<file path="config.mk">
export PLATFORM = sky130hd
export DESIGN_NAME = rv_core
export DESIGN_NICKNAME = d
export VERILOG_FILES = /design/src/hw/rv_isa_pkg.sv /design/src/hw/rv_pipe_pkg.sv /design/src/hw/rv_core.sv /design/src/hw/rv_result.sv /design/src/hw/rv_execute.sv /design/src/hw/rv_decode.sv /design/src/hw/rv_fetch.sv
export VERILOG_INCLUDE_DIRS = /design/src /design/src/include
export SDC_FILE = /design/constraint.sdc
export NUM_CORES = 2
export LEC_CHECK = 0
export BUFFER_PORTS_ARGS = -buffer_cell sky130_fd_sc_hd__buf_2
export CAP_MARGIN = 20
export CORE_UTILIZATION = 25
export CTS_BUF_LIST = sky130_fd_sc_hd__clkbuf_8
export DETAILED_ROUTE_END_ITERATION = 10
export PLACE_DENSITY_LB_ADDON = 0.08
export SLEW_MARGIN = 10
export SYNTH_ARGS = -nofsm -noshare
export SYNTH_HDL_FRONTEND = slang
export SYNTH_SLANG_ARGS = --single-unit
</file>
<file path="constraint.sdc">
create_clock -name i_clk -period 5.5 [get_ports i_clk]
set_clock_uncertainty 0.05 [all_clocks]
set_input_delay 0.275 -clock i_clk [delete_from_list [all_inputs] [get_ports i_clk]]
set_output_delay 0.275 -clock i_clk [all_outputs]
set_load 0.005 [all_outputs]
</file>
<file path="src/include/rv_core_settings.svh">
`ifndef RV_CORE_SETTINGS_SVH
`define RV_CORE_SETTINGS_SVH

// First fetch address after reset
`define RV_RESET_ADDR 32'h0000_0000

// Integer registers including x0
`define RV_NREGS 32

`endif
</file>
<file path="src/hw/rv_isa_pkg.sv">
package rv_isa_pkg;

    // Major opcode field in instruction bits [6:0]
    typedef enum logic [6:0]
    {
        OPC_LUI    = 7'b0110111,
        OPC_AUIPC  = 7'b0010111,
        OPC_JAL    = 7'b1101111,
        OPC_JALR   = 7'b1100111,
        OPC_BRANCH = 7'b1100011,
        OPC_OP_IMM = 7'b0010011,
        OPC_OP     = 7'b0110011
    } rv_opcode_e;

    typedef enum logic [3:0]
    {
        ALU_ADD    = 4'd0,
        ALU_SUB    = 4'd1,
        ALU_AND    = 4'd2,
        ALU_OR     = 4'd3,
        ALU_XOR    = 4'd4,
        ALU_SLT    = 4'd5,
        ALU_SLTU   = 4'd6,
        ALU_SLL    = 4'd7,
        ALU_SRL    = 4'd8,
        ALU_SRA    = 4'd9,
        ALU_PASS_B = 4'd10     // LUI
    } rv_alu_op_e;

    // Nine operations need four bits
    typedef enum logic [3:0]
    {
        BR_NONE = 4'd0,
        BR_EQ   = 4'd1,
        BR_NE   = 4'd2,
        BR_LT   = 4'd3,
        BR_GE   = 4'd4,
        BR_LTU  = 4'd5,
        BR_GEU  = 4'd6,
        BR_JAL  = 4'd7,
        BR_JALR = 4'd8
    } rv_br_op_e;

endpackage

</file>
<file path="src/hw/rv_pipe_pkg.sv">
package rv_pipe_pkg;

    typedef struct packed {
        logic        valid;
        logic [31:0] pc;
        logic [31:0] instr;
    } fetch_out_t;

    typedef struct packed {
        logic                   valid;
        logic [31:0]            pc;
        rv_isa_pkg::rv_alu_op_e alu_op;
        rv_isa_pkg::rv_br_op_e  br_op;
        logic                   a_sel_pc;     // AUIPC
        logic                   b_sel_imm;
        logic [31:0]            rs1_val;
        logic [31:0]            rs2_val;
        logic [31:0]            imm;
        logic [4:0]             rd;
        logic                   wb_en;
    } decode_out_t;

    typedef struct packed {
        logic        valid;
        logic [4:0]  rd;
        logic [31:0] data;
        logic        wb_en;
    } exec_out_t;

    // Writeback report on the top level port
    typedef struct packed {
        logic        valid;
        logic [4:0]  rd;
        logic [31:0] data;
    } wb_event_t;

    typedef struct packed {
        logic        select;    // One cycle pulse
        logic [31:0] target;
    } redirect_t;

endpackage

</file>
<file path="src/hw/rv_core.sv">
`timescale 1ns/1ps

module rv_core
(
    input  logic                   i_clk,
    input  logic                   i_rst_n,
    output logic [31:0]            o_imem_addr,
    output logic                   o_imem_cyc,
    input  logic [31:0]            i_imem_data,
    input  logic                   i_imem_ack,
    output rv_pipe_pkg::wb_event_t o_wb
);

    import rv_pipe_pkg::*;

    fetch_out_t  fetch;
    decode_out_t dec;
    exec_out_t   exec;
    redirect_t   redirect;      // From execute to fetch and decode
    logic        stall;
    logic [4:0]  rs1_addr;
    logic [4:0]  rs2_addr;
    logic [31:0] rs1_val;
    logic [31:0] rs2_val;

    rv_fetch u_fetch
    (
        .i_clk       (i_clk),
        .i_rst_n     (i_rst_n),
        .i_stall     (stall),
        .i_redirect  (redirect),
        .i_imem_data (i_imem_data),
        .i_imem_ack  (i_imem_ack),
        .o_imem_addr (o_imem_addr),
        .o_imem_cyc  (o_imem_cyc),
        .o_fetch     (fetch)
    );

    rv_decode u_decode
    (
        .i_clk      (i_clk),
        .i_rst_n    (i_rst_n),
        .i_fetch    (fetch),
        .i_redirect (redirect),
        .i_exec     (exec),
        .i_rs1_val  (rs1_val),
        .i_rs2_val  (rs2_val),
        .o_rs1_addr (rs1_addr),
        .o_rs2_addr (rs2_addr),
        .o_stall    (stall),
        .o_dec      (dec)
    );

    rv_execute u_execute
    (
        .i_clk      (i_clk),
        .i_rst_n    (i_rst_n),
        .i_dec      (dec),
        .o_redirect (redirect),
        .o_exec     (exec)
    );

    rv_result u_result
    (
        .i_clk      (i_clk),
        .i_rst_n    (i_rst_n),
        .i_exec     (exec),
        .i_rs1_addr (rs1_addr),
        .i_rs2_addr (rs2_addr),
        .o_rs1_val  (rs1_val),
        .o_rs2_val  (rs2_val),
        .o_wb       (o_wb)
    );

endmodule

</file>
<file path="src/hw/rv_result.sv">
`timescale 1ns/1ps

`include "rv_core_settings.svh"

module rv_result
(
    input  logic                   i_clk,
    input  logic                   i_rst_n,
    input  rv_pipe_pkg::exec_out_t i_exec,
    input  logic [4:0]             i_rs1_addr,
    input  logic [4:0]             i_rs2_addr,
    output logic [31:0]            o_rs1_val,
    output logic [31:0]            o_rs2_val,
    output rv_pipe_pkg::wb_event_t o_wb
);

    logic [31:0] regs [`RV_NREGS];
    logic        wr_en;

    // x0 is never written
    assign wr_en = i_exec.valid & i_exec.wb_en & (i_exec.rd != 5'd0);

    always_ff @(posedge i_clk or negedge i_rst_n)
    begin
        if (!i_rst_n)
        begin
            for (int i = 0; i < `RV_NREGS; i++)
                regs[i] <= '0;
        end
        else if (wr_en)
            regs[i_exec.rd] <= i_exec.data;
    end

    // Same cycle write goes straight through to the readers
    assign o_rs1_val = (i_rs1_addr == 5'd0) ? 32'd0 :
                       (wr_en && i_exec.rd == i_rs1_addr) ? i_exec.data : regs[i_rs1_addr];
    assign o_rs2_val = (i_rs2_addr == 5'd0) ? 32'd0 :
                       (wr_en && i_exec.rd == i_rs2_addr) ? i_exec.data : regs[i_rs2_addr];

    assign o_wb = '{valid: wr_en, rd: i_exec.rd, data: i_exec.data};

endmodule

</file>
<file path="src/hw/rv_execute.sv">
`timescale 1ns/1ps

module rv_execute
(
    input  logic                     i_clk,
    input  logic                     i_rst_n,
    input  rv_pipe_pkg::decode_out_t i_dec,
    output rv_pipe_pkg::redirect_t   o_redirect,
    output rv_pipe_pkg::exec_out_t   o_exec
);

    import rv_isa_pkg::*;

    logic [31:0] op_a;
    logic [31:0] op_b;
    logic [31:0] alu_res;
    logic        taken;
    logic        is_jump;
    logic [31:0] br_target;
    logic [31:0] link;
    logic        exe_valid_q;
    logic [4:0]  exe_rd_q;
    logic [31:0] exe_data_q;
    logic        exe_wb_en_q;

    assign op_a = i_dec.a_sel_pc  ? i_dec.pc  : i_dec.rs1_val;
    assign op_b = i_dec.b_sel_imm ? i_dec.imm : i_dec.rs2_val;

    always_comb
    begin
        case (i_dec.alu_op)
            ALU_ADD:  alu_res = op_a + op_b;
            ALU_SUB:  alu_res = op_a - op_b;
            ALU_AND:  alu_res = op_a & op_b;
            ALU_OR:   alu_res = op_a | op_b;
            ALU_XOR:  alu_res = op_a ^ op_b;
            ALU_SLT:  alu_res = {31'b0, $signed(op_a) < $signed(op_b)};
            ALU_SLTU: alu_res = {31'b0, op_a < op_b};
            ALU_SLL:  alu_res = op_a << op_b[4:0];
            ALU_SRL:  alu_res = op_a >> op_b[4:0];
            ALU_SRA:  alu_res = $unsigned($signed(op_a) >>> op_b[4:0]);
            default:  alu_res = op_b;
        endcase
    end

    // Branches compare the register values and not the ALU operands
    always_comb
    begin
        case (i_dec.br_op)
            BR_EQ:   taken = (i_dec.rs1_val == i_dec.rs2_val);
            BR_NE:   taken = (i_dec.rs1_val != i_dec.rs2_val);
            BR_LT:   taken = ($signed(i_dec.rs1_val) < $signed(i_dec.rs2_val));
            BR_GE:   taken = ($signed(i_dec.rs1_val) >= $signed(i_dec.rs2_val));
            BR_LTU:  taken = (i_dec.rs1_val < i_dec.rs2_val);
            BR_GEU:  taken = (i_dec.rs1_val >= i_dec.rs2_val);
            BR_JAL:  taken = 1'b1;
            BR_JALR: taken = 1'b1;
            default: taken = 1'b0;
        endcase
    end

    assign is_jump   = (i_dec.br_op == BR_JAL) || (i_dec.br_op == BR_JALR);
    assign br_target = (i_dec.br_op == BR_JALR) ? ((i_dec.rs1_val + i_dec.imm) & ~32'd1)
                                                : (i_dec.pc + i_dec.imm);
    assign link      = i_dec.pc + 32'd4;

    assign o_redirect = '{select: i_dec.valid & taken, target: br_target};

    always_ff @(posedge i_clk or negedge i_rst_n)
    begin
        if (!i_rst_n)
            exe_valid_q <= 1'b0;
        else
            exe_valid_q <= i_dec.valid;
    end

    always_ff @(posedge i_clk)
    begin
        exe_rd_q    <= i_dec.rd;
        exe_data_q  <= is_jump ? link : alu_res;    // Link value for jumps
        exe_wb_en_q <= i_dec.wb_en;
    end

    assign o_exec = '{valid: exe_valid_q, rd: exe_rd_q, data: exe_data_q, wb_en: exe_wb_en_q};

endmodule

</file>
<file path="src/hw/rv_decode.sv">
`timescale 1ns/1ps

`include "rv_core_settings.svh"

module rv_decode
(
    input  logic                     i_clk,
    input  logic                     i_rst_n,
    input  rv_pipe_pkg::fetch_out_t  i_fetch,
    input  rv_pipe_pkg::redirect_t   i_redirect,
    input  rv_pipe_pkg::exec_out_t   i_exec,
    input  logic [31:0]              i_rs1_val,
    input  logic [31:0]              i_rs2_val,
    output logic [4:0]               o_rs1_addr,
    output logic [4:0]               o_rs2_addr,
    output logic                     o_stall,
    output rv_pipe_pkg::decode_out_t o_dec
);

    import rv_isa_pkg::*;
    import rv_pipe_pkg::*;

    logic [31:0]                  instr;
    rv_opcode_e                   opcode;
    logic [2:0]                   funct3;
    logic                         f7_zero;
    logic                         alt;
    logic [$clog2(`RV_NREGS)-1:0] rs1;
    logic [$clog2(`RV_NREGS)-1:0] rs2;
    logic [31:0]                  imm_i;
    logic [31:0]                  imm_u;
    logic [31:0]                  imm_b;
    logic [31:0]                  imm_j;
    logic                         legal;
    logic                         use_rs1;
    logic                         use_rs2;
    logic                         rs1_chk;
    logic                         rs2_chk;
    logic                         hz_dec;
    logic                         hz_exe;
    decode_out_t                  dec_d;
    decode_out_t                  dec_q;
    logic                         dec_valid_q;

    function automatic rv_alu_op_e alu_sel(input logic [2:0] f3, input logic sub_sra);
        case (f3)
            3'b000:  return sub_sra ? ALU_SUB : ALU_ADD;
            3'b001:  return ALU_SLL;
            3'b010:  return ALU_SLT;
            3'b011:  return ALU_SLTU;
            3'b100:  return ALU_XOR;
            3'b101:  return sub_sra ? ALU_SRA : ALU_SRL;
            3'b110:  return ALU_OR;
            default: return ALU_AND;
        endcase
    endfunction

    assign instr   = i_fetch.instr;
    assign opcode  = rv_opcode_e'(instr[6:0]);
    assign funct3  = instr[14:12];
    assign f7_zero = (instr[31:25] == 7'b0000000);
    assign alt     = (instr[31:25] == 7'b0100000);
    assign rs1     = instr[19:15];
    assign rs2     = instr[24:20];

    assign imm_i = {{20{instr[31]}}, instr[31:20]};
    assign imm_u = {instr[31:12], 12'b0};
    assign imm_b = {{20{instr[31]}}, instr[7], instr[30:25], instr[11:8], 1'b0};
    assign imm_j = {{12{instr[31]}}, instr[19:12], instr[20], instr[30:21], 1'b0};

    always_comb
    begin
        legal           = 1'b0;
        use_rs1         = 1'b0;
        use_rs2         = 1'b0;
        dec_d           = '0;
        dec_d.pc        = i_fetch.pc;
        dec_d.rs1_val   = i_rs1_val;
        dec_d.rs2_val   = i_rs2_val;
        dec_d.rd        = instr[11:7];
        dec_d.alu_op    = ALU_ADD;
        dec_d.br_op     = BR_NONE;
        dec_d.b_sel_imm = 1'b1;
        dec_d.imm       = imm_i;
        case (opcode)
            OPC_LUI:
            begin
                legal        = 1'b1;
                dec_d.alu_op = ALU_PASS_B;
                dec_d.imm    = imm_u;
                dec_d.wb_en  = 1'b1;
            end
            OPC_AUIPC:
            begin
                legal          = 1'b1;
                dec_d.a_sel_pc = 1'b1;
                dec_d.imm      = imm_u;
                dec_d.wb_en    = 1'b1;
            end
            OPC_JAL:
            begin
                legal       = 1'b1;
                dec_d.br_op = BR_JAL;
                dec_d.imm   = imm_j;
                dec_d.wb_en = 1'b1;
            end
            OPC_JALR:
            begin
                legal       = (funct3 == 3'b000);
                use_rs1     = 1'b1;
                dec_d.br_op = BR_JALR;
                dec_d.wb_en = 1'b1;
            end
            OPC_BRANCH:
            begin
                legal     = 1'b1;
                use_rs1   = 1'b1;
                use_rs2   = 1'b1;
                dec_d.imm = imm_b;
                case (funct3)
                    3'b000:  dec_d.br_op = BR_EQ;
                    3'b001:  dec_d.br_op = BR_NE;
                    3'b100:  dec_d.br_op = BR_LT;
                    3'b101:  dec_d.br_op = BR_GE;
                    3'b110:  dec_d.br_op = BR_LTU;
                    3'b111:  dec_d.br_op = BR_GEU;
                    default: legal = 1'b0;
                endcase
            end
            OPC_OP_IMM:
            begin
                use_rs1      = 1'b1;
                dec_d.wb_en  = 1'b1;
                dec_d.alu_op = alu_sel(funct3, alt && funct3 == 3'b101);    // Only SRAI
                if (funct3 == 3'b001)
                    legal = f7_zero;
                else if (funct3 == 3'b101)
                    legal = f7_zero | alt;
                else
                    legal = 1'b1;
            end
            OPC_OP:
            begin
                use_rs1         = 1'b1;
                use_rs2         = 1'b1;
                dec_d.b_sel_imm = 1'b0;
                dec_d.wb_en     = 1'b1;
                dec_d.alu_op    = alu_sel(funct3, alt);
                legal = f7_zero | (alt & (funct3 == 3'b000 || funct3 == 3'b101));
            end
            default:
                legal = 1'b0;   // Decodes as a bubble
        endcase
    end

    // Stall on pending writes in the decode and execute registers
    assign rs1_chk = legal & use_rs1 & (rs1 != '0);
    assign rs2_chk = legal & use_rs2 & (rs2 != '0);
    assign hz_dec  = dec_valid_q & dec_q.wb_en &
                     ((rs1_chk & (rs1 == dec_q.rd)) | (rs2_chk & (rs2 == dec_q.rd)));
    assign hz_exe  = i_exec.valid & i_exec.wb_en &
                     ((rs1_chk & (rs1 == i_exec.rd)) | (rs2_chk & (rs2 == i_exec.rd)));
    assign o_stall = i_fetch.valid & (hz_dec | hz_exe);

    assign o_rs1_addr = rs1;
    assign o_rs2_addr = rs2;

    always_ff @(posedge i_clk or negedge i_rst_n)
    begin
        if (!i_rst_n)
            dec_valid_q <= 1'b0;
        else
            dec_valid_q <= i_fetch.valid & legal & ~o_stall & ~i_redirect.select;
    end

    always_ff @(posedge i_clk)
    begin
        dec_q <= dec_d;
    end

    always_comb
    begin
        o_dec       = dec_q;
        o_dec.valid = dec_valid_q;
    end

endmodule

</file>
<file path="src/hw/rv_fetch.sv">
`timescale 1ns/1ps

`include "rv_core_settings.svh"

module rv_fetch
(
    input  logic                    i_clk,
    input  logic                    i_rst_n,
    input  logic                    i_stall,
    input  rv_pipe_pkg::redirect_t  i_redirect,
    input  logic [31:0]             i_imem_data,
    input  logic                    i_imem_ack,
    output logic [31:0]             o_imem_addr,
    output logic                    o_imem_cyc,
    output rv_pipe_pkg::fetch_out_t o_fetch
);

    logic        run_q;         // Set on the first edge after reset
    logic [31:0] pc_q;
    logic        valid_q;
    logic [31:0] instr_pc_q;
    logic [31:0] instr_q;
    logic        xfer;

    assign o_imem_cyc  = run_q & ~i_stall & ~i_redirect.select;
    assign o_imem_addr = pc_q;

    // Word belongs to this cycle's address
    assign xfer = o_imem_cyc & i_imem_ack;

    always_ff @(posedge i_clk or negedge i_rst_n)
    begin
        if (!i_rst_n)
        begin
            run_q   <= 1'b0;
            pc_q    <= `RV_RESET_ADDR;
            valid_q <= 1'b0;
        end
        else
        begin
            run_q <= 1'b1;
            if (i_redirect.select)
            begin
                pc_q    <= i_redirect.target;
                valid_q <= 1'b0;        // Drop the shadow instruction
            end
            else if (!i_stall)
            begin
                valid_q <= xfer;
                if (xfer)
                    pc_q <= pc_q + 32'd4;
            end
        end
    end

    always_ff @(posedge i_clk)
    begin
        if (xfer)
        begin
            instr_pc_q <= pc_q;
            instr_q    <= i_imem_data;
        end
    end

    assign o_fetch = '{valid: valid_q, pc: instr_pc_q, instr: instr_q};

endmodule

</file>
==> impl_metrics.yaml <==
detailed_routing:
  drt-initial-drc-count: 3976
  avgViaCountPerCell: 5.22
  drt-total-wl_um: 335000
  wl_per_cell_um: 31.9
  via_count: 54800
  drc: 0
  antenna_left: 0
  firstDrtPassIters: 5
run:
  maxCapViolations: 0
timing:
  final.setup.tns_ps: 0
  period_minus_slack_ps: 5230
  tightest_slew_ps: 1120
  maxSlewViolCount: 0
  hold_viol: 0
  rsz0062_at_grt: "false"
  max_freq_mhz: 191
  slew_headroom_pct: 25.0
  setup_viol: 0
  timing.final.crit_share_pct: 95.1
min_path:
  holdCritPathClass: "input pin to flip-flop"
cells_and_area:
  drive_above_1_share_pct: 39.1
  nets: 6412
  post_layout_nonfiller_instances: 10500
  area_delta_synth_final_pct: 16.5
  fin_area_sq_mm: 0.0896
setup_path:
  crit_slowest_cell: "a41oi_1"
  start_kind: "flip-flop"
  critPathBufInv: 1
  arrival_ps: 4910
  max_stage_delay_ps: 810
  crit_chain: "ha_1 > a21oi_1 > o21ai_0 > a41oi_1 > nand4_1 > and2_1 > o311ai_1 > nand3_4 > nor2_1 > buf_2"
  crit_family: "compound AO/OA/AOI/OAI gates"
  end_kind: "primary output"
  critPathRequiredTime_ps: 5180
  critPathKind: "flip-flop to primary output"
  crit_fanout: 22
global_route:
  grt_pass1_vias: 56800
  grt_pass1_wl_um: 469000
  grt_antenna_before_repair: 21
  grt_overflow: 0
  grt_max_degree: 144
  grtUsageTotal_pct: 21.4
clocking:
  clkTransAtPathRegs_ps: 60
  cts.htree.levels: 5
  cts_tree: "yes"
  cts.sinks: 1306
  clk_latency_ps: 1010
  cts.path.max_buffers: 4
  numCtsBuffers: 273
  cts_resized: 0
  cts-root-buf: "clkbuf_8"
yosys:
  synth_common_cells: "dfrtp_1, mux2_2, mux4_2"
  syn_inst: 6039
  syn-num-nets: 6270
  ys_ff_latch: 1306
  syn-mean-instance-area_sq_um: 12.7
  ys_seq_area_share_pct: 41.7
  syn_area_sq_mm: 0.0769
  synth_flop_cell: "dfrtp_1"
  yosysMostFrequentCell: "dfrtp_1"
  synth_area_leaders: "dfrtp_1, mux4_2, mux2_2"
  yosys.area.top_type_share_pct: 34.5
  async_reset_ff_share_pct: 81.2
  synth_warnings: 0
  yosysUniqueCellTypes: 92
  yosys.area.top_type: "dfrtp_1"
  synth_edf_count: 64
power:
  p_leak_nw: 39.8
  power_density_mw_per_mm2: 254
  ir_drop_mv: 0.153
floorplanning:
  rows: 203
  initial_utilization_pct: 25.1
  fp.dieH_um: 557
  ioPinCount: 106
  dieArea_sq_mm: 0.310
  core-area_sq_mm: 0.306
  die-width_um: 557
placed_design:
  port_buffers: 105
  dp.cells: 9944
  finalWeightedCongestion: 0.939
  place_hpwl_um: 224000
  place_area_sq_mm: 0.0832
run_status:
  outcome: "completed"
-- layer usage --
metal  track usage (%)  up-vias  wire length, um
met3              2.59      495            14200
met4              8.00        0            13100
met1              28.5    29400           148000
met5                 0        -                0
met2              35.4     1524           160000
li1                  -    23300                -
-- what timing repair did --
action / 4_1_cts / 5_1_grt
hold buffers: 61 / 0
hold endpoints to repair: 1023 / 0
setup buffers: 0 / 0
-- cell usage in the layout (no fill, tap or decap), types with 192 or more instances in the layout --
cell type	synthesis	layout
nand2_1	270	257
mux4_2	643	643
mux2_2	1002	1002
clkbuf_8	0	361
buf_4	3	218
dfrtp_1	1060	1060
a21oi_1	192	192
ha_1	192	192
nor2_1	274	259
mux2i_1	262	260
inv_1	146	221
-- kinds of logic after synthesis --
logic type	Yosys count	synth area share [%]
muxes	1908	36.9
DFF	1306	41.7
and+or+nand+nor	912	5.56
AOI/OAI and AO/OA	865	7.41
buffers and inverters	704	3.50
adders and majority gates	196	3.23
xor gates and xnor gates	147	1.67
other	1	0.00487
-- worst paths after layout --
| path | to | from | slack, ps | cells after the start |
|---|---|---|---|---|
| worst max-delay path | o_imem_cyc | u_decode.o_dec[89]$_SDFF_PP0_ | 270 | 10 |
| worst min-delay path | u_fetch.instr_q[24]$_DFFE_PP_ | i_imem_data[24] | 110 | 2 |
| worst max register to register | u_execute.exe_data_q[31]$_DFF_P_ | u_decode.o_dec[102]$_DFF_P_ | 400 | 14 |
| worst min register to register | u_decode.o_dec[121]$_DFF_P_ | u_fetch.instr_pc_q[9]$_DFFE_PP_ | 290 | 0 |
| max in group asynchronous | u_result.regs[746]$_DFFE_PN0P_ | i_rst_n | 3640 | 5 |
| min in group asynchronous | u_result.regs[655]$_DFFE_PN0P_ | i_rst_n | 610 | 4 |
-- layout make-up --
cell class,instances,area [sq um]
clock inverter,127,817
tap,4100,5130
antenna,6,15.0
fill,31200,216000
inverter,151,568
clock buffer,361,4970
sequential,1306,32100
timing repair buffer,420,3510
multi-input combinational,4029,42500
-- power breakdown --
group          switching (mW)  internal (mW)
clock                    4.88           6.22
sequential              0.202           9.77
combinational            1.17          0.556
total                    6.25           16.5
-- metrics by stage --
step	hold slack, ps	power, mW	worst slack [ps]	util (%)
after floorplan	-70.6	11.0	850	-
after global placement	259	11.9	435	27.2
after detailed placement	254	11.9	507	27.2
after CTS	6.05	23.3	244	29.3
after global routing	83.1	23.8	147	29.3
final	110	22.8	268	29.3
-- sequential cells by signal (all words and copies together) (netlist names) --
name                   cells
u_fetch.run_q              1
u_fetch.instr_q           32
u_decode.o_dec           144
u_execute.exe_wb_en_q      1
u_fetch.instr_pc_q        32
u_fetch.valid_q            1
u_execute.exe_valid_q      1
u_execute.exe_data_q      32
u_fetch.o_imem_addr       32
u_execute.exe_rd_q         5
u_result.regs           1024
u_decode.dec_valid_q       1
Power figures use the tool's default switching activity.
